==> config.mk <==
export PLATFORM = sky130hd
export DESIGN_NAME = lpif_link_top
export DESIGN_NICKNAME = d
export VERILOG_FILES = /design/src/hdl/lpif_link_pkg.sv /design/src/hdl/lpif_auto_sync.sv /design/src/hdl/lpif_flit_map.sv /design/src/hdl/lpif_phy_concat.sv /design/src/hdl/lpif_link_top.sv
export SDC_FILE = /design/constraint.sdc
export NUM_CORES = 1
export LEC_CHECK = 0
export ABC_AREA = 1
export BUFFER_PORTS_ARGS = -buffer_cell sky130_fd_sc_hd__buf_2
export CORE_AREA = 2 2 277 279
export CTS_BUF_LIST = sky130_fd_sc_hd__clkbuf_2 sky130_fd_sc_hd__clkbuf_4 sky130_fd_sc_hd__clkbuf_8
export DETAILED_ROUTE_END_ITERATION = 8
export DIE_AREA = 0 0 279 281
export SYNTH_ARGS = -nofsm -noshare
export SYNTH_HDL_FRONTEND = slang
export SYNTH_SLANG_ARGS = --single-unit
==> constraint.sdc <==
create_clock -name clk_wr -period 4.2 [get_ports clk_wr]
set_input_delay 0.42 -clock clk_wr [delete_from_list [all_inputs] [get_ports clk_wr]]
set_output_delay 0.42 -clock clk_wr [all_outputs]
set_load 0.1 [all_outputs]
==> src/hdl/lpif_link_pkg.sv <==
// Gen2 full rate on one clock only, with no credit FIFO and a fixed PHY bit order given below
package lpif_link_pkg;

  ////////////////////////////////////////
  // Widths

  // Flit payload carried per PHY word
  localparam int FLIT_W = 141;
  // One PHY lane word per clk_wr cycle
  localparam int PHY_W  = 160;
  // Online delay programming width
  localparam int DLY_W  = 16;
  // Debug counter width
  localparam int CNT_W  = 32;

  ////////////////////////////////////////
  // Control bit positions in the PHY word

  // Strobe sits low so word alignment finds it early
  localparam int STB_POS  = 1;
  // Marker 0 at the top of the lower half
  localparam int MRK0_POS = 79;
  // Marker 1 at the very top of the word
  localparam int MRK1_POS = 159;
  localparam int MRK_W    = 2;

  // Persistent marker pattern once sync starts
  // Marker 1 set, marker 0 clear
  localparam logic [MRK_W-1:0] MRK_AUTO = 2'b10;

  ////////////////////////////////////////
  // Flit layout
  //
  // Payload order in the PHY word
  //   Payload bits fill PHY bits from 0 upward
  //   PHY bits STB_POS, MRK0_POS and MRK1_POS are skipped
  //   Flit bit 0 goes first, so the field order on the wire is
  //     valid, crc_valid, crc, dvalid, data, protid, state
  //   Payload therefore ends at PHY bit 142
  //   Unused PHY bits above the payload are zero, except marker 1

  // First declared field is the MSB, so valid lands at flit bit 0
  typedef struct packed {
    logic [3:0]   state;
    logic [1:0]   protid;
    logic [127:0] data;
    logic         dvalid;
    logic [3:0]   crc;
    logic         crc_valid;
    logic         valid;
  } lpif_flit_t;

  ////////////////////////////////////////
  // Debug status

  // Both counters wrap
  typedef struct packed {
    // Words sent with flit valid while tx online delayed is high
    logic [CNT_W-1:0] tx_sent;
    // Received words dropped for a missing strobe
    logic [CNT_W-1:0] rx_drop;
  } debug_status_t;

endpackage

==> src/hdl/lpif_auto_sync.sv <==
// Delays count clk_wr cycles and saturate at all ones; one low online cycle restarts its chain
`timescale 1ns/1ns

module lpif_auto_sync (
  input  logic                               clk_wr,
  input  logic                               arst_n,

  // Raw online levels from the link controller
  input  logic                               tx_online,
  input  logic                               rx_online,

  // Programmed delays in clk_wr cycles
  input  logic [lpif_link_pkg::DLY_W-1:0]    delay_x_value,
  input  logic [lpif_link_pkg::DLY_W-1:0]    delay_y_value,
  input  logic [lpif_link_pkg::DLY_W-1:0]    delay_z_value,

  // User marker and strobe before sync
  input  logic [lpif_link_pkg::MRK_W-1:0]    tx_mrk_userbit,
  input  logic                               tx_stb_userbit,

  output logic                               tx_online_dly,
  output logic                               rx_online_dly,
  output logic [lpif_link_pkg::MRK_W-1:0]    auto_mrk,
  output logic                               auto_stb
);

  ////////////////////////////////////////
  // Delay stages
  //
  // Stage 0  tx marker start after delay_y
  // Stage 1  tx data start after delay_z once stage 0 is on
  // Stage 2  rx word alignment after delay_x

  logic [2:0]                     st_en;
  logic [2:0]                     st_act;
  logic [lpif_link_pkg::DLY_W-1:0] st_dly [3];

  // Markers gate the data stage
  assign st_en[0]  = tx_online;
  assign st_en[1]  = st_act[0];
  assign st_en[2]  = rx_online;

  assign st_dly[0] = delay_y_value;
  assign st_dly[1] = delay_z_value;
  assign st_dly[2] = delay_x_value;

  for (genvar i = 0; i < 3; i++) begin : g_stage
    logic [lpif_link_pkg::DLY_W-1:0] cnt;
    logic                            on;

    always_ff @(posedge clk_wr or negedge arst_n) begin
      if (!arst_n) begin
        cnt <= '0;
        on  <= 1'b0;
      end else if (!st_en[i]) begin
        // Start over when the enable drops
        cnt <= '0;
        on  <= 1'b0;
      end else begin
        // Saturate instead of wrapping
        if (cnt != '1) begin
          cnt <= cnt + 1'b1;
        end
        // Sticky once the count is reached
        if (cnt >= st_dly[i]) begin
          on <= 1'b1;
        end
      end
    end

    // Live enable masks the flag in the cycle the input falls
    assign st_act[i] = on & st_en[i];
  end

  ////////////////////////////////////////
  // Outputs

  assign tx_online_dly = st_act[1];
  assign rx_online_dly = st_act[2];

  // Persistent marker ORed over the user bits once active
  assign auto_mrk = st_act[0] ? (lpif_link_pkg::MRK_AUTO | tx_mrk_userbit)
                              : tx_mrk_userbit;

  // Strobe forced high once active
  assign auto_stb = st_act[0] | tx_stb_userbit;

endmodule

==> src/hdl/lpif_flit_map.sv <==
// Purely combinational and expects rx_flit and rx_word_ok to be registered upstream
`timescale 1ns/1ns

module lpif_flit_map (
  // Downstream user fields
  input  logic [3:0]                 dstrm_state,
  input  logic [1:0]                 dstrm_protid,
  input  logic [127:0]               dstrm_data,
  input  logic                       dstrm_dvalid,
  input  logic [3:0]                 dstrm_crc,
  input  logic                       dstrm_crc_valid,
  input  logic                       dstrm_valid,

  // Upstream user fields
  output logic [3:0]                 ustrm_state,
  output logic [1:0]                 ustrm_protid,
  output logic [127:0]               ustrm_data,
  output logic                       ustrm_dvalid,
  output logic [3:0]                 ustrm_crc,
  output logic                       ustrm_crc_valid,
  output logic                       ustrm_valid,

  // Flit side toward the PHY concat
  output lpif_link_pkg::lpif_flit_t  dstrm_flit,
  input  lpif_link_pkg::lpif_flit_t  rx_flit,
  input  logic                       rx_word_ok
);

  ////////////////////////////////////////
  // Downstream pack

  assign dstrm_flit.state     = dstrm_state;
  assign dstrm_flit.protid    = dstrm_protid;
  assign dstrm_flit.data      = dstrm_data;
  assign dstrm_flit.dvalid    = dstrm_dvalid;
  assign dstrm_flit.crc       = dstrm_crc;
  assign dstrm_flit.crc_valid = dstrm_crc_valid;
  assign dstrm_flit.valid     = dstrm_valid;

  ////////////////////////////////////////
  // Upstream unpack

  lpif_link_pkg::lpif_flit_t us_flit;

  // Only accepted words reach the user
  // Dropped strobe or rx offline gives all zero
  assign us_flit = rx_word_ok ? rx_flit : '0;

  assign ustrm_state     = us_flit.state;
  assign ustrm_protid    = us_flit.protid;
  assign ustrm_data      = us_flit.data;
  assign ustrm_dvalid    = us_flit.dvalid;
  assign ustrm_crc       = us_flit.crc;
  assign ustrm_crc_valid = us_flit.crc_valid;
  assign ustrm_valid     = us_flit.valid;

endmodule

==> src/hdl/lpif_phy_concat.sv <==
// Transmit word and receive flit each take one register stage, and the debug counters wrap
`timescale 1ns/1ns

module lpif_phy_concat (
  input  logic                                 clk_wr,
  input  logic                                 arst_n,

  // From auto sync
  input  logic                                 tx_online_dly,
  input  logic                                 rx_online_dly,
  input  logic                                 auto_stb,
  input  logic [lpif_link_pkg::MRK_W-1:0]      auto_mrk,

  // Flit side
  input  lpif_link_pkg::lpif_flit_t            dstrm_flit,
  output lpif_link_pkg::lpif_flit_t            rx_flit,
  output logic                                 rx_word_ok,

  // PHY side
  output logic [lpif_link_pkg::PHY_W-1:0]      tx_phy0,
  input  logic [lpif_link_pkg::PHY_W-1:0]      rx_phy0,

  output lpif_link_pkg::debug_status_t         debug
);

  ////////////////////////////////////////
  // Bit order helpers

  // Strobe and marker slots carry no payload
  function automatic logic is_ctrl(input int p);
    return (p == lpif_link_pkg::STB_POS) ||
           (p == lpif_link_pkg::MRK0_POS) ||
           (p == lpif_link_pkg::MRK1_POS);
  endfunction

  // Flit bits into PHY bits from 0 upward
  function automatic logic [lpif_link_pkg::PHY_W-1:0] scatter(
    input logic [lpif_link_pkg::FLIT_W-1:0] f
  );
    logic [lpif_link_pkg::PHY_W-1:0] w;
    int                              k;
    w = '0;
    k = 0;
    for (int p = 0; p < lpif_link_pkg::PHY_W; p++) begin
      if (!is_ctrl(p) && (k < lpif_link_pkg::FLIT_W)) begin
        w[p] = f[k];
        k++;
      end
    end
    return w;
  endfunction

  // Inverse of scatter
  function automatic logic [lpif_link_pkg::FLIT_W-1:0] gather(
    input logic [lpif_link_pkg::PHY_W-1:0] w
  );
    logic [lpif_link_pkg::FLIT_W-1:0] f;
    int                               k;
    f = '0;
    k = 0;
    for (int p = 0; p < lpif_link_pkg::PHY_W; p++) begin
      if (!is_ctrl(p) && (k < lpif_link_pkg::FLIT_W)) begin
        f[k] = w[p];
        k++;
      end
    end
    return f;
  endfunction

  ////////////////////////////////////////
  // Transmit

  lpif_link_pkg::lpif_flit_t        tx_pay;
  logic [lpif_link_pkg::PHY_W-1:0]  tx_word;

  // Payload held at zero until data start
  assign tx_pay = tx_online_dly ? dstrm_flit : '0;

  always_comb begin
    tx_word                          = scatter(tx_pay);
    // Control bits always follow auto sync
    tx_word[lpif_link_pkg::STB_POS]  = auto_stb;
    tx_word[lpif_link_pkg::MRK0_POS] = auto_mrk[0];
    tx_word[lpif_link_pkg::MRK1_POS] = auto_mrk[1];
  end

  always_ff @(posedge clk_wr or negedge arst_n) begin
    if (!arst_n) begin
      tx_phy0 <= '0;
    end else begin
      tx_phy0 <= tx_word;
    end
  end

  ////////////////////////////////////////
  // Receive

  logic rx_stb;

  assign rx_stb = rx_phy0[lpif_link_pkg::STB_POS];

  // Received payload is gated by rx_word_ok in the flit map
  always_ff @(posedge clk_wr) begin
    rx_flit <= gather(rx_phy0);
  end

  always_ff @(posedge clk_wr or negedge arst_n) begin
    if (!arst_n) begin
      rx_word_ok <= 1'b0;
    end else begin
      // Accept only aligned words with strobe present
      rx_word_ok <= rx_online_dly & rx_stb;
    end
  end

  ////////////////////////////////////////
  // Debug counters

  always_ff @(posedge clk_wr or negedge arst_n) begin
    if (!arst_n) begin
      debug <= '0;
    end else begin
      // Valid flit registered for transmit
      if (tx_online_dly && dstrm_flit.valid) begin
        debug.tx_sent <= debug.tx_sent + 1'b1;
      end
      // Word seen while aligned but strobe missing
      if (rx_online_dly && !rx_stb) begin
        debug.rx_drop <= debug.rx_drop + 1'b1;
      end
    end
  end

endmodule

==> src/hdl/lpif_link_top.sv <==
// Single channel Gen2 master only; dstrm reaches ustrm two cycles later when tx_phy0 loops to rx_phy0
`timescale 1ns/1ns

module lpif_link_top (
  input  logic                                 clk_wr,
  input  logic                                 arst_n,

  // Link control
  input  logic                                 tx_online,
  input  logic                                 rx_online,

  // Sync configuration
  input  logic [lpif_link_pkg::MRK_W-1:0]      tx_mrk_userbit,
  input  logic                                 tx_stb_userbit,
  input  logic [lpif_link_pkg::DLY_W-1:0]      delay_x_value,
  input  logic [lpif_link_pkg::DLY_W-1:0]      delay_y_value,
  input  logic [lpif_link_pkg::DLY_W-1:0]      delay_z_value,

  // Downstream channel
  input  logic [3:0]                           dstrm_state,
  input  logic [1:0]                           dstrm_protid,
  input  logic [127:0]                         dstrm_data,
  input  logic                                 dstrm_dvalid,
  input  logic [3:0]                           dstrm_crc,
  input  logic                                 dstrm_crc_valid,
  input  logic                                 dstrm_valid,

  // Upstream channel
  output logic [3:0]                           ustrm_state,
  output logic [1:0]                           ustrm_protid,
  output logic [127:0]                         ustrm_data,
  output logic                                 ustrm_dvalid,
  output logic [3:0]                           ustrm_crc,
  output logic                                 ustrm_crc_valid,
  output logic                                 ustrm_valid,

  // PHY lane
  output logic [lpif_link_pkg::PHY_W-1:0]      tx_phy0,
  input  logic [lpif_link_pkg::PHY_W-1:0]      rx_phy0,

  // Debug
  output logic [lpif_link_pkg::CNT_W-1:0]      tx_debug_status,
  output logic [lpif_link_pkg::CNT_W-1:0]      rx_debug_status
);

  ////////////////////////////////////////
  // Interconnect

  lpif_link_pkg::lpif_flit_t              dstrm_flit;
  lpif_link_pkg::lpif_flit_t              rx_flit;
  logic                                   rx_word_ok;
  logic                                   tx_online_dly;
  logic                                   rx_online_dly;
  logic [lpif_link_pkg::MRK_W-1:0]        auto_mrk;
  logic                                   auto_stb;
  lpif_link_pkg::debug_status_t           debug;

  assign tx_debug_status = debug.tx_sent;
  assign rx_debug_status = debug.rx_drop;

  ////////////////////////////////////////
  // Auto sync

  lpif_auto_sync u_auto_sync (
    .clk_wr         (clk_wr),
    .arst_n         (arst_n),
    .tx_online      (tx_online),
    .rx_online      (rx_online),
    .delay_x_value  (delay_x_value),
    .delay_y_value  (delay_y_value),
    .delay_z_value  (delay_z_value),
    .tx_mrk_userbit (tx_mrk_userbit),
    .tx_stb_userbit (tx_stb_userbit),
    .tx_online_dly  (tx_online_dly),
    .rx_online_dly  (rx_online_dly),
    .auto_mrk       (auto_mrk),
    .auto_stb       (auto_stb)
  );

  ////////////////////////////////////////
  // User field mapping

  lpif_flit_map u_flit_map (
    .dstrm_state     (dstrm_state),
    .dstrm_protid    (dstrm_protid),
    .dstrm_data      (dstrm_data),
    .dstrm_dvalid    (dstrm_dvalid),
    .dstrm_crc       (dstrm_crc),
    .dstrm_crc_valid (dstrm_crc_valid),
    .dstrm_valid     (dstrm_valid),
    .ustrm_state     (ustrm_state),
    .ustrm_protid    (ustrm_protid),
    .ustrm_data      (ustrm_data),
    .ustrm_dvalid    (ustrm_dvalid),
    .ustrm_crc       (ustrm_crc),
    .ustrm_crc_valid (ustrm_crc_valid),
    .ustrm_valid     (ustrm_valid),
    .dstrm_flit      (dstrm_flit),
    .rx_flit         (rx_flit),
    .rx_word_ok      (rx_word_ok)
  );

  ////////////////////////////////////////
  // PHY word build and decode

  lpif_phy_concat u_phy_concat (
    .clk_wr        (clk_wr),
    .arst_n        (arst_n),
    .tx_online_dly (tx_online_dly),
    .rx_online_dly (rx_online_dly),
    .auto_stb      (auto_stb),
    .auto_mrk      (auto_mrk),
    .dstrm_flit    (dstrm_flit),
    .rx_flit       (rx_flit),
    .rx_word_ok    (rx_word_ok),
    .tx_phy0       (tx_phy0),
    .rx_phy0       (rx_phy0),
    .debug         (debug)
  );

endmodule

==> flow_metrics.env <==
export IMPL_crit_path_end_kind="output port"
export IMPL_holdPathStages=3
export IMPL_rsz0062_at_grt="no"
export IMPL_final_cell_mix="685 x buf_2, 466 x nand2_1, 430 x inv_1"
export IMPL_hold_viol=0
export IMPL_rrSetupSlack_ps=2060
export IMPL_critical_path_required_ps=3780
export IMPL_numPortBuffers=686
export IMPL_area_growth_pct=54.0
export IMPL_final_max_slew_viol_count=0
export IMPL_p_leak_nw=15.2
export IMPL_timing_fmax_mhz=324
export IMPL_drt_wl_total_um=57800
export IMPL_topRoutingLayerUsed="met5"
export IMPL_cts_clk_slew_worst_paths_ps=60
export IMPL_num_vias=15800
export IMPL_dr_pass1_iters=4
export IMPL_rr_endpoint="u_auto_sync.g_stage[1].cnt[1]"
export IMPL_yosysWarnings=0
export IMPL_ys_seq_elements=401
export IMPL_drtIter0Drc=705
export IMPL_setup_ws_ps=1110
export IMPL_grt_pass1_wl_um=86000
export IMPL_synth_cell_types=40
export IMPL_worstSkewPairLatency_ps=630
export IMPL_final_common_cell="buf_2"
export IMPL_cts_hold_buf=276
export IMPL_startpoint_type="flip-flop"
export IMPL_hpwl_um=41400
export IMPL_wl_met3_um=4670
export IMPL_met1Wirelength_um=24000
export IMPL_status="completed"
export IMPL_cp_arrival_ps=2670
export IMPL_power_density_mw_per_mm2=335
export IMPL_vdd_ir_drop_max_v=0.000311
export IMPL_syn_area_mm2=0.0165
export IMPL_final_core_util_pct=33.8
export IMPL_grt_overflow=0
export IMPL_synth_avg_cell_area_um2=8.38
export IMPL_setup_tns_ps=0
export IMPL_die_x_um=279
export IMPL_clockBufferDepth=3
export IMPL_clock_sinks=401
export IMPL_placeableCoreArea_mm2=0.0754
export IMPL_worst_pin_slew_ps=937
export IMPL_via_per_inst=3.93
export IMPL_detail_route_antenna_nets=0
export IMPL_num_io_pins=721
export IMPL_final_cells=4019
export IMPL_async_flop_share_pct=64.8
export IMPL_fill_cells=7558
export IMPL_wl_per_cell_um=14.4
export IMPL_critPathKind="reg2out"
export IMPL_cts_tree="built"
export IMPL_grt_max_degree=87
export IMPL_period_minus_slack_ps=3090
export IMPL_grt_pass1_vias=15900
export IMPL_grt_use_total_pct=14.1
export IMPL_relSlewSlack_pct=37.5
export IMPL_post_place_cells=3608
export IMPL_ctsRootBufferMaster="clkbuf_8"
export IMPL_met2WireLength_um=26700
export IMPL_synth_edf_count=0
export IMPL_hp_start="dstrm_data[11]"
export IMPL_initial_core_util_pct=21.9
export IMPL_rows=101
export IMPL_antenna_found_initial=11
export IMPL_die_h_um=281
export IMPL_cts_resized=0
export IMPL_route_detailed_drc=0
export IMPL_reg2reg_from="u_auto_sync.g_stage[1].cnt[1]"
export IMPL_min_to="u_phy_concat.tx_phy0[19]"
export IMPL_finalCritPeriodShare_pct=73.5
export IMPL_htreeDepth=3
export IMPL_rr_worst_depth=5
export IMPL_ys_seq_area_share_pct=56.4
export IMPL_cp_max_fo=78
export IMPL_final_nets=3390
export IMPL_place_ws_ps=1820
export IMPL_fp_dieArea_mm2=0.0784
export IMPL_gp_congestion=0.839
export IMPL_ys_flop_type="dfrtp_1"
export IMPL_postCtsSetupRepairBufs=0
export IMPL_power_mw=8.53
export IMPL_cts_buffers=73
export IMPL_min_path_type="in2reg"
export IMPL_skew_ps=44.1
export IMPL_finalSetupViolations=0
export IMPL_max_cap_viol_count=0
export IMPL_drive_gt1_share_pct=28.2
export IMPL_syn_inst=1974
[critical path, cell delays in order, from the launching register on]
cell	delay, ps
dfrtp_4	940
buf_12	320
nand2_1	120
inv_1	70
buf_2	420
[synth_stat cells (all sizes together), types with 3 or more instances]
cell    count  area share, %
a21oi      20           0.61
a31o        4           0.21
a31oi      10           0.38
and2        3           0.11
buf        19           0.82
clkbuf     34           0.77
dfrtp     260             39
dfxtp     141             17
ha         53            4.0
inv       431            9.8
nand2     471             11
nand3      81            2.6
nand3b     12           0.54
nand4      27            1.0
nor2      288            7.1
nor3       23           0.73
o21ai      34            1.0
o21bai      3           0.14
or2         7           0.26
xnor2      16           0.85
xor2       27            1.4
[metrics by stage]
stage	hold slack (ps)	instance area (µm²)
after global placement	457	21100
after global routing	8.32	25500
after CTS	0.0960	25500
after floorplan	124	16600
final	76.7	25500
after detailed placement	461	21100
[kinds of logic (layout without fill, tap and decap cells)]
| logic type | after synthesis | count (layout) | share of synthesized area [%] |
|---|---|---|---|
| other | 1 | 19 | 0.0227 |
| AND/OR/NAND/NOR | 917 | 917 | 23.4 |
| XOR/XNOR | 43 | 43 | 2.28 |
| adder cells (fa/ha/maj) | 53 | 53 | 4.01 |
| buffers and inverters | 485 | 1534 | 11.4 |
| flip-flops | 401 | 401 | 56.4 |
| AO/OA/AOI/OAI | 74 | 74 | 2.50 |
[report_power, final]
| group | switching (mW) | internal, mW | total [mW] |
|---|---|---|---|
| logic | 0.293 | 0.319 | 0.612 |
| registers | 0.0329 | 3.92 | 3.96 |
| clock network | 1.71 | 2.26 | 3.97 |
[sequential cells by signal, indices dropped and copies added (netlist names)]
register                 cells
u_phy_concat.tx_phy0       144
u_phy_concat.rx_flit       141
u_phy_concat.debug          64
u_auto_sync.g_stage.cnt     48
u_auto_sync.g_stage.on       3
u_phy_concat.rx_word_ok      1
[per-layer routing]
layer  up-vias  track usage [%]
met5         -                0
met4        10             6.49
met3       159             4.85
met2       575             22.9
met1      7192             16.6
li1       7855                -
[how the worst max path moves through the flow]
stage,startpoint,end,slack [ps]
floorplan,u_phy_concat.debug[0],u_phy_concat.debug[22],1930
detailed placement,u_phy_concat.rx_word_ok,ustrm_data[91],1820
global route,u_phy_concat.rx_word_ok,ustrm_data[91],950
CTS,u_phy_concat.rx_word_ok,ustrm_data[91],1100
finish,u_phy_concat.rx_word_ok,ustrm_data[91],1110
global placement,u_phy_concat.rx_word_ok,ustrm_data[91],1820
[final cells by class]
class / count / area (µm²) / share of cell area (%)
flip-flops and latches: 401 / 9330 / 36.6
repair buffers: 970 / 6320 / 24.8
multi-input cells: 1103 / 5380 / 21.1
inverters: 432 / 1620 / 6.38
clock buffers: 119 / 1490 / 5.87
well taps: 978 / 1220 / 4.80
clock inverters: 13 / 92.6 / 0.364
diodes: 3 / 7.51 / 0.0295
Note: power is estimated with default switching activity, not from simulation.
